$ cat config.mk
export PLATFORM = sky130hd
export DESIGN_NAME = fc_layer
export DESIGN_NICKNAME = d
export VERILOG_FILES = /design/src/logic/cim_pkg.sv /design/src/logic/fc_pkg.sv /design/src/logic/fc_ctrl.sv /design/src/logic/fc_ibuf.sv /design/src/logic/cim_tile.sv /design/src/logic/fc_func.sv /design/src/logic/fc_layer.sv
export SDC_FILE = /design/constraint.sdc
export NUM_CORES = 1
export LEC_CHECK = 0
export BUFFER_PORTS_ARGS = -buffer_cell sky130_fd_sc_hd__buf_2
export CAP_MARGIN = 0
export CORE_MARGIN = 4
export CORE_UTILIZATION = 49
export CTS_CLUSTER_SIZE = 40
export DETAILED_ROUTE_END_ITERATION = 6
export HOLD_SLACK_MARGIN = 0.1
export PLACE_DENSITY = 0.66
export REMOVE_ABC_BUFFERS = 1
export SLEW_MARGIN = 20
export SYNTH_ARGS = -nofsm -noshare
export SYNTH_HDL_FRONTEND = slang
export SYNTH_SLANG_ARGS = --single-unit
$ cat constraint.sdc
create_clock -name clk -period 13.5 [get_ports clk]
set_input_delay 2.025 -clock clk [delete_from_list [all_inputs] [get_ports clk]]
set_output_delay 2.025 -clock clk [all_outputs]
set_load 0.02 [all_outputs]
$ cat src/logic/cim_pkg.sv
`default_nettype none

package cim_pkg;

    // Crossbar geometry
    localparam int XBAR_ROWS   = 8;                      // One row per layer input
    localparam int XBAR_COLS   = 4;                      // One column per layer output
    localparam int DATA_SIZE   = 4;                      // Activation bits = iterations
    localparam int WEIGHT_SIZE = 4;                      // Signed weight bits
    localparam int BUS_WIDTH   = 4;                      // Row-driver bits per address
    localparam int NUM_ADDR    = XBAR_ROWS / BUS_WIDTH;
    localparam int ADDR_WIDTH  = 1;

    // Covers -960 .. 840 after all bit planes
    localparam int ACC_WIDTH   = 12;

    typedef logic signed [WEIGHT_SIZE-1:0] weight_t;
    typedef logic signed [ACC_WIDTH-1:0]   acc_t;

    // All weights of one crossbar row, column 0 in the low bits
    typedef struct packed {
        weight_t [XBAR_COLS-1:0] w;
    } weight_row_t;

    // One accumulator per column
    typedef struct packed {
        acc_t [XBAR_COLS-1:0] val;
    } acc_vec_t;

endpackage

`default_nettype wire

$ cat src/logic/fc_pkg.sv
`default_nettype none

package fc_pkg;

    // Layer input vector, activation r drives crossbar row r
    typedef logic [cim_pkg::DATA_SIZE-1:0] act_t;

    typedef struct packed {
        act_t [cim_pkg::XBAR_ROWS-1:0] val;
    } act_vec_t;

    // Output scaling
    localparam int OUT_SIZE  = 8;
    localparam int OUT_SHIFT = 2;                        // Arithmetic shift after ReLU
    localparam int OUT_MAX   = (1 << OUT_SIZE) - 1;      // Saturation limit

    typedef logic [OUT_SIZE-1:0] out_t;

    typedef struct packed {
        out_t [cim_pkg::XBAR_COLS-1:0] val;
    } out_vec_t;

    // Iteration controller states
    typedef enum logic [1:0] {
        idle,
        consume,
        start_cim,
        wait_cim
    } ctrl_state_t;

endpackage

`default_nettype wire

$ cat src/logic/fc_ctrl.sv
`default_nettype none

module fc_ctrl (
    input  wire                            clk,
    input  wire                            rst,
    input  wire                            i_start,
    input  wire                            i_cim_ready,
    input  wire                            i_func_ready,
    output logic                           o_ready,
    output logic                           o_shift_enable,
    output logic                           o_cim_we,
    output logic                           o_cim_start,
    output logic                           o_func_start,
    output logic [cim_pkg::ADDR_WIDTH-1:0] o_addr
);
    import cim_pkg::*;
    import fc_pkg::*;

    localparam int ITER_BITS = $clog2(DATA_SIZE);

    ctrl_state_t           state, state_next;
    logic [ITER_BITS-1:0]  iter, iter_next;             // Current bit plane
    logic [ADDR_WIDTH-1:0] addr, addr_next;

    assign o_addr = addr;

    always_ff @(posedge clk) begin
        if (rst) begin
            state <= idle;
            iter  <= '0;
            addr  <= '0;
        end else begin
            state <= state_next;
            iter  <= iter_next;
            addr  <= addr_next;
        end
    end

    always_comb begin
        state_next     = state;
        iter_next      = iter;
        addr_next      = addr;
        o_ready        = 1'b0;
        o_shift_enable = 1'b0;
        o_cim_we       = 1'b0;
        o_cim_start    = 1'b0;
        o_func_start   = 1'b0;

        case (state)
            idle: begin
                o_ready   = 1'b1;
                iter_next = '0;
                addr_next = '0;
                if (i_start && i_cim_ready) begin   // Vector accepted
                    state_next = consume;
                end
            end

            consume: begin                          // One chunk per address
                o_cim_we = 1'b1;
                if (addr == ADDR_WIDTH'(NUM_ADDR - 1)) begin
                    state_next = start_cim;
                end else begin
                    addr_next = addr + 1'b1;
                end
            end

            start_cim: begin
                addr_next = '0;
                if (!i_cim_ready) begin             // Tile took the start
                    state_next = wait_cim;
                end else begin
                    o_cim_start = 1'b1;
                end
            end

            wait_cim: begin
                addr_next = '0;
                if (i_cim_ready) begin
                    if (iter == ITER_BITS'(DATA_SIZE - 1)) begin
                        // Hand the last plane's sums to a free function unit
                        if (i_func_ready) begin
                            o_func_start = 1'b1;
                            state_next   = idle;
                        end
                    end else begin
                        o_shift_enable = 1'b1;      // Next bit plane
                        iter_next      = iter + 1'b1;
                        state_next     = consume;
                    end
                end
            end

            default: begin
                iter_next  = '0;
                addr_next  = '0;
                state_next = idle;
            end
        endcase
    end

    // Tile goes busy right after it samples the start
    cim_start_taken: assert property (
        @(posedge clk) disable iff (rst) o_cim_start |=> !i_cim_ready
    ) else $error("Crossbar start not taken by the tile");

endmodule

`default_nettype wire

$ cat src/logic/fc_ibuf.sv
`default_nettype none

module fc_ibuf (
    input  wire                            clk,
    input  wire                            rst,
    input  wire                            i_capture,
    input  wire fc_pkg::act_vec_t          i_act,
    input  wire                            i_shift_enable,
    input  wire [cim_pkg::ADDR_WIDTH-1:0]  i_addr,
    output logic [cim_pkg::BUS_WIDTH-1:0]  o_rd_chunk
);
    import cim_pkg::*;
    import fc_pkg::*;

    act_vec_t             acts;
    logic [XBAR_ROWS-1:0] plane;                        // Current bit plane, one bit per row

    always_ff @(posedge clk) begin
        if (rst) begin
            acts <= '0;
        end else if (i_capture) begin
            acts <= i_act;
        end else if (i_shift_enable) begin
            // Move the next lower bit into the MSB position
            for (int r = 0; r < XBAR_ROWS; r++) begin
                acts.val[r] <= {acts.val[r][DATA_SIZE-2:0], 1'b0};
            end
        end
    end

    always_comb begin
        for (int r = 0; r < XBAR_ROWS; r++) begin
            plane[r] = acts.val[r][DATA_SIZE-1];        // MSB first
        end
    end

    // Address picks rows addr*BUS_WIDTH upwards
    assign o_rd_chunk = plane[int'(i_addr) * BUS_WIDTH +: BUS_WIDTH];

endmodule

`default_nettype wire

$ cat src/logic/cim_tile.sv
`default_nettype none

module cim_tile (
    input  wire                                  clk,
    input  wire                                  rst,
    input  wire                                  i_w_we,
    input  wire [$clog2(cim_pkg::XBAR_ROWS)-1:0] i_w_row,
    input  wire cim_pkg::weight_row_t            i_w_data,
    input  wire                                  i_cim_we,
    input  wire [cim_pkg::ADDR_WIDTH-1:0]        i_addr,
    input  wire [cim_pkg::BUS_WIDTH-1:0]         i_rd_chunk,
    input  wire                                  i_cim_start,
    input  wire                                  i_acc_clear,
    output logic                                 o_cim_ready,
    output cim_pkg::acc_vec_t                    o_acc
);
    import cim_pkg::*;

    localparam int ROW_BITS = $clog2(XBAR_ROWS);

    weight_row_t          weights [XBAR_ROWS];          // Crossbar contents
    logic [XBAR_ROWS-1:0] rd_buf;                       // Row-driver buffer
    logic                 busy;
    logic [ROW_BITS-1:0]  row;                          // Row under evaluation
    acc_vec_t             psum, psum_next;              // Column sums of this bit plane

    assign o_cim_ready = !busy;

    always_ff @(posedge clk) begin
        if (i_w_we) begin
            weights[i_w_row] <= i_w_data;
        end
        if (i_cim_we) begin
            rd_buf[int'(i_addr) * BUS_WIDTH +: BUS_WIDTH] <= i_rd_chunk;
        end
    end

    // Add the current row where its driver bit is set
    always_comb begin
        psum_next = psum;
        if (rd_buf[row]) begin
            for (int c = 0; c < XBAR_COLS; c++) begin
                psum_next.val[c] = psum.val[c] + acc_t'($signed(weights[row].w[c]));
            end
        end
    end

    always_ff @(posedge clk) begin
        if (rst) begin
            busy  <= 1'b0;
            row   <= '0;
            o_acc <= '0;
        end else if (busy) begin
            psum <= psum_next;
            row  <= row + 1'b1;
            if (row == ROW_BITS'(XBAR_ROWS - 1)) begin
                busy <= 1'b0;
                // MSB-first shift-add over the bit planes
                for (int c = 0; c < XBAR_COLS; c++) begin
                    o_acc.val[c] <= (o_acc.val[c] <<< 1) + psum_next.val[c];
                end
            end
        end else if (i_cim_start) begin
            busy <= 1'b1;
            row  <= '0;
            psum <= '0;
        end else if (i_acc_clear) begin
            o_acc <= '0;                                // Results taken by function unit
        end
    end

    no_rd_write_busy: assert property (
        @(posedge clk) disable iff (rst) busy |-> !i_cim_we
    ) else $error("Row-driver write while crossbar busy");

    no_w_write_busy: assert property (
        @(posedge clk) disable iff (rst) busy |-> !i_w_we
    ) else $error("Weight write while crossbar busy");

endmodule

`default_nettype wire

$ cat src/logic/fc_func.sv
`default_nettype none

module fc_func (
    input  wire                      clk,
    input  wire                      rst,
    input  wire                      i_func_start,
    input  wire cim_pkg::acc_vec_t   i_acc,
    output logic                     o_func_ready,
    output logic                     o_out_valid,
    output fc_pkg::out_vec_t         o_out
);
    import cim_pkg::*;
    import fc_pkg::*;

    localparam int COL_BITS = $clog2(XBAR_COLS);

    acc_vec_t            acc_q;                         // Captured accumulators
    logic                busy;
    logic [COL_BITS-1:0] col;
    acc_t                cur;
    acc_t                scaled;
    out_t                res;

    assign o_func_ready = !busy;

    always_comb begin
        cur    = acc_q.val[col];
        scaled = cur >>> OUT_SHIFT;
        if (cur[ACC_WIDTH-1]) begin
            res = '0;                                   // ReLU
        end else if (scaled > acc_t'(OUT_MAX)) begin
            res = OUT_SIZE'(OUT_MAX);                   // Saturate
        end else begin
            res = scaled[OUT_SIZE-1:0];
        end
    end

    always_ff @(posedge clk) begin
        if (rst) begin
            busy        <= 1'b0;
            col         <= '0;
            o_out_valid <= 1'b0;
        end else begin
            o_out_valid <= 1'b0;
            if (busy) begin
                o_out.val[col] <= res;                  // One column per cycle
                col            <= col + 1'b1;
                if (col == COL_BITS'(XBAR_COLS - 1)) begin
                    busy        <= 1'b0;
                    o_out_valid <= 1'b1;
                end
            end else if (i_func_start) begin
                busy  <= 1'b1;
                col   <= '0;
                acc_q <= i_acc;
            end
        end
    end

    no_start_busy: assert property (
        @(posedge clk) disable iff (rst) busy |-> !i_func_start
    ) else $error("Function unit started while busy");

endmodule

`default_nettype wire

$ cat src/logic/fc_layer.sv
`default_nettype none

module fc_layer (
    input  wire                                  clk,
    input  wire                                  rst,
    input  wire                                  i_start,
    input  wire fc_pkg::act_vec_t                i_act,
    input  wire                                  i_w_we,
    input  wire [$clog2(cim_pkg::XBAR_ROWS)-1:0] i_w_row,
    input  wire cim_pkg::weight_row_t            i_w_data,
    output logic                                 o_ready,
    output logic                                 o_out_valid,
    output fc_pkg::out_vec_t                     o_out
);
    import cim_pkg::*;

    logic                  shift_enable;
    logic                  cim_we;
    logic                  cim_start;
    logic                  cim_ready;
    logic                  func_start;
    logic                  func_ready;
    logic                  capture;
    logic [ADDR_WIDTH-1:0] addr;
    logic [BUS_WIDTH-1:0]  rd_chunk;
    acc_vec_t              acc;

    // Same acceptance condition as the controller leaving idle
    assign capture = i_start && o_ready && cim_ready;

    fc_ctrl fc_ctrl_i (
        .clk            (clk),
        .rst            (rst),
        .i_start        (i_start),
        .i_cim_ready    (cim_ready),
        .i_func_ready   (func_ready),
        .o_ready        (o_ready),
        .o_shift_enable (shift_enable),
        .o_cim_we       (cim_we),
        .o_cim_start    (cim_start),
        .o_func_start   (func_start),
        .o_addr         (addr)
    );

    fc_ibuf fc_ibuf_i (
        .clk            (clk),
        .rst            (rst),
        .i_capture      (capture),
        .i_act          (i_act),
        .i_shift_enable (shift_enable),
        .i_addr         (addr),
        .o_rd_chunk     (rd_chunk)
    );

    cim_tile cim_tile_i (
        .clk         (clk),
        .rst         (rst),
        .i_w_we      (i_w_we),
        .i_w_row     (i_w_row),
        .i_w_data    (i_w_data),
        .i_cim_we    (cim_we),
        .i_addr      (addr),
        .i_rd_chunk  (rd_chunk),
        .i_cim_start (cim_start),
        .i_acc_clear (func_start),                      // Cleared as results are taken
        .o_cim_ready (cim_ready),
        .o_acc       (acc)
    );

    fc_func fc_func_i (
        .clk          (clk),
        .rst          (rst),
        .i_func_start (func_start),
        .i_acc        (acc),
        .o_func_ready (func_ready),
        .o_out_valid  (o_out_valid),
        .o_out        (o_out)
    );

endmodule

`default_nettype wire

==> flow_metrics.env <==
export IMPL_crit_arrival_ns=6.05
export IMPL_synth_cells=1436
export IMPL_ioPinCount=89
export IMPL_period_minus_slack_ns=5.59
export IMPL_p_leak_nw=7.30
export IMPL_p_switching_mw=1.16
export IMPL_die_w_um=197
export IMPL_cts_buffers=39
export IMPL_routed_wl_um=37000
export IMPL_place_area_sq_um=18400
export IMPL_grt_max_degree=68
export IMPL_coreArea_sq_um=34800
export IMPL_synth_cell_types=66
export IMPL_antenna_cells=0
export IMPL_worst_path_largest_cell_delay_ns=0.95
export IMPL_slew_violations=0
export IMPL_vias=11400
export IMPL_cp_max_fo=28
export IMPL_ant_nets=0
export IMPL_fin_crit_sh_pct=41.4
export IMPL_clkTransAtPathRegs_ns=0.06
export IMPL_grtUsageMet3_pct=3.23
export IMPL_post_drt_wl_per_cell_um=18.4
export IMPL_p_comb_share_pct=31.2
export IMPL_ir_worst_vdd_mv=0.138
export IMPL_drive_gt1_share_pct=15.6
export IMPL_end_kind="register"
export IMPL_use_met1_pct=26.4
export IMPL_outcome="finished, final reports clean"
export IMPL_cts_tree="built"
export IMPL_synth_xor_area_share_pct=2.69
export IMPL_synth_top_family_by_area="simple AND/OR/NAND/NOR gates"
export IMPL_fmax_ghz=0.179
export IMPL_synth_compound_area_share_pct=11.5
export IMPL_final_cells=2010
export IMPL_path_common_cell="a21oi_1"
export IMPL_htree_levels=2
export IMPL_drtIter0Drc=833
export IMPL_setup_violations=0
export IMPL_worstMarginPinSlew_ns=1.02
export IMPL_dr_pass1_iters=7
export IMPL_seq_area_frac_synth_pct=55.1
export IMPL_finClkSkew_ns=0.0172
export IMPL_maxCapViolCount=0
export IMPL_nNetsFinal=1686
export IMPL_vias_per_cell=5.66
export IMPL_synthesis_area_sq_um=17400
export IMPL_critPathLaunchType="register"
export IMPL_clk_latency_ns=0.55
export IMPL_std_cell_rows=68
export IMPL_post_cts_resized=0
export IMPL_dieHeight_um=197
export IMPL_grtUsageMet2_pct=32.1
export IMPL_root_buffer="clkbuf_16"
export IMPL_clock_path_buffers=3
export IMPL_synth_fa_ha_area_share_pct=7.95
export IMPL_ys_warn_count=0
export IMPL_grt_pass1_vias=11200
export IMPL_grt_pass1_wl_um=59900
export IMPL_power_density_nw_per_um2=179
export IMPL_p_clk_share_pct=31.1
export IMPL_dp_hpwl_um=24700
export IMPL_synth_async_reset_ratio_pct=0
export IMPL_io_buffers=88
export IMPL_initial_core_util_pct=50.1
export IMPL_pwr_share_seq_pct=37.6
export IMPL_cp_cell_sequence="mux4_2, mux2_2, ha_1, fa_1, a21o_1, a21oi_1, o21bai_1, a21oi_1, a21oi_1, xor2_1, o21a_1, ha_1, a21oi_1, nand2_1, or2_2, o311ai_0, xnor3_1, o21ai_1"
export IMPL_finalHoldViolCount=0
export IMPL_sw_frac_of_total_pct=32.7
export IMPL_die_area_sq_um=38700
export IMPL_postCtsHoldBufs=0
export IMPL_avgSynthCellArea_sq_um=12.1
export IMPL_slowest_stage="dfxtp_2"
export IMPL_rsz0062_at_grt="false"
export IMPL_final_common_cell="edfxtp_1"
export IMPL_syn_to_final_growth_pct=13.2
export IMPL_grt_busiest_layer="met2"
export IMPL_placed_cells=1939
export IMPL_p_int_mw=2.39
export IMPL_cp_required_ns=13.96
export IMPL_final_cell_area_sq_um=19700
export IMPL_ys_seq_elements=352
export IMPL_globalplace_congestion=0.827
export IMPL_drc=0
export IMPL_final_cell_mix="256 x edfxtp_1, 165 x nor2_1, 102 x a21oi_1"
export IMPL_clock_sinks=352
export IMPL_track_usage_pct=19.1
export IMPL_fill_cells=2859
export IMPL_synthMuxAreaShare_pct=9.01
export IMPL_synth_enable_flop_cells=256
export IMPL_antenna_found_initial=0
export IMPL_grt_overflow=0
export IMPL_r2r_setup_slack_ns=7.91
export IMPL_hold_class="register to register"
export IMPL_crit_type="register to register"
export IMPL_setup_tns_ns=0
export IMPL_slew_headroom_pct=31.6
export IMPL_synthSimpleGateAreaFrac_pct=11.6
export IMPL_ys_flop_type="edfxtp_1"
export IMPL_cts_setup_buffers=0
[worst max-delay path, delay by kind of cell (launching register included)]
| kind | cells | cell delay [ns] |
|---|---|---|
| compound gates | 9 | 1.84 |
| xor+xnor | 2 | 0.44 |
| fa+ha+maj | 3 | 0.99 |
| flops | 1 | 0.95 |
| mux | 2 | 0.88 |
| simple gates | 2 | 0.38 |
[final timing paths]
| check | depth (start not counted) | start | endpoint |
|---|---|---|---|
| worst max-delay path | 18 | register | cim_tile_i.o_acc[11] |
| worst min-delay path | 0 | cim_tile_i.o_acc[23] | fc_func_i.acc_q[23] |
| worst max register to register | 18 | register | cim_tile_i.o_acc[11] |
| worst min register to register | 0 | cim_tile_i.o_acc[23] | fc_func_i.acc_q[23] |
[metrics by stage]
| step | power, mW | worst slack (ns) | hold WS [ns] | util [%] |
|---|---|---|---|---|
| floorplan | 2.19 | 8.03 | 0.408 | - |
| global placement | 2.43 | 8.02 | 0.418 | 52.9 |
| detailed placement | 2.46 | 7.91 | 0.418 | 52.9 |
| CTS | 3.57 | 7.86 | 0.433 | 56.7 |
| global route | 3.77 | 7.40 | 0.453 | 56.7 |
| finish | 3.54 | 7.91 | 0.433 | 56.7 |
[cells by family after synthesis]
kind of cell / count (synthesis)
and+or+nand+nor: 421
xor gates and xnor gates: 52
muxes: 99
adders and majority gates: 106
AOI/OAI and AO/OA: 311
DFF: 352
buffers and inverters: 95
[synth_stat cells (35+ instances only)]
| cell | instances | share of area, % |
|---|---|---|
| edfxtp_1 | 256 | 44 |
| nor2_1 | 167 | 3.6 |
| a21oi_1 | 102 | 2.9 |
| ha_1 | 98 | 7.0 |
| dfxtp_1 | 96 | 11 |
| nand2_1 | 75 | 1.6 |
| mux4_2 | 42 | 5.4 |
| clkbuf_1 | 40 | 0.86 |
| o21ai_0 | 38 | 1.1 |
| inv_1 | 37 | 0.80 |
| mux2i_1 | 37 | 2.1 |
| a211oi_1 | 35 | 1.5 |
[flip-flops by register name (all words and copies together), names as in the netlist, 2 cells and up, named ones only]
| signal | flops |
|---|---|
| cim_tile_i.rd_buf | 8 |
| fc_ctrl_i.state | 2 |
| fc_func_i.o_out | 32 |
| fc_func_i.acc_q | 40 |
| cim_tile_i.weights | 128 |
| cim_tile_i.psum | 48 |
| cim_tile_i.row | 3 |
| cim_tile_i.o_acc | 48 |
| fc_ibuf_i.acts | 32 |
| fc_func_i.col | 2 |
| fc_ctrl_i.iter | 2 |
[power groups by stage]
| stage | sequential, mW | clock [mW] | combinational [mW] |
|---|---|---|---|
| 2_1_floorplan | 1.35 | 0 | 0.840 |
| 3_3_place_gp | 1.35 | 0 | 1.08 |
| 3_5_place_dp | 1.36 | 0 | 1.10 |
| 4_1_cts | 1.34 | 1.13 | 1.11 |
| 5_1_grt | 1.35 | 1.18 | 1.25 |
| 6_report | 1.33 | 1.10 | 1.11 |
[layer usage]
layer	vias to the layer above	share of wire, %
li1	5586	-
met1	5512	45
met2	229	48
met3	50	4.9
met4	0	1.7
met5	-	0
[cell type report]
cell class	count	area, sq um	share of cell area, %
Sequential cell	352	9610	48.7
Multi-Input combinational cell	989	7510	38.1
Clock buffer	48	1030	5.22
Timing Repair Buffer	105	571	2.89
Tap cell	455	569	2.88
Clock inverter	23	308	1.56
Inverter	38	143	0.722
Power figures use the tool's default switching activity.
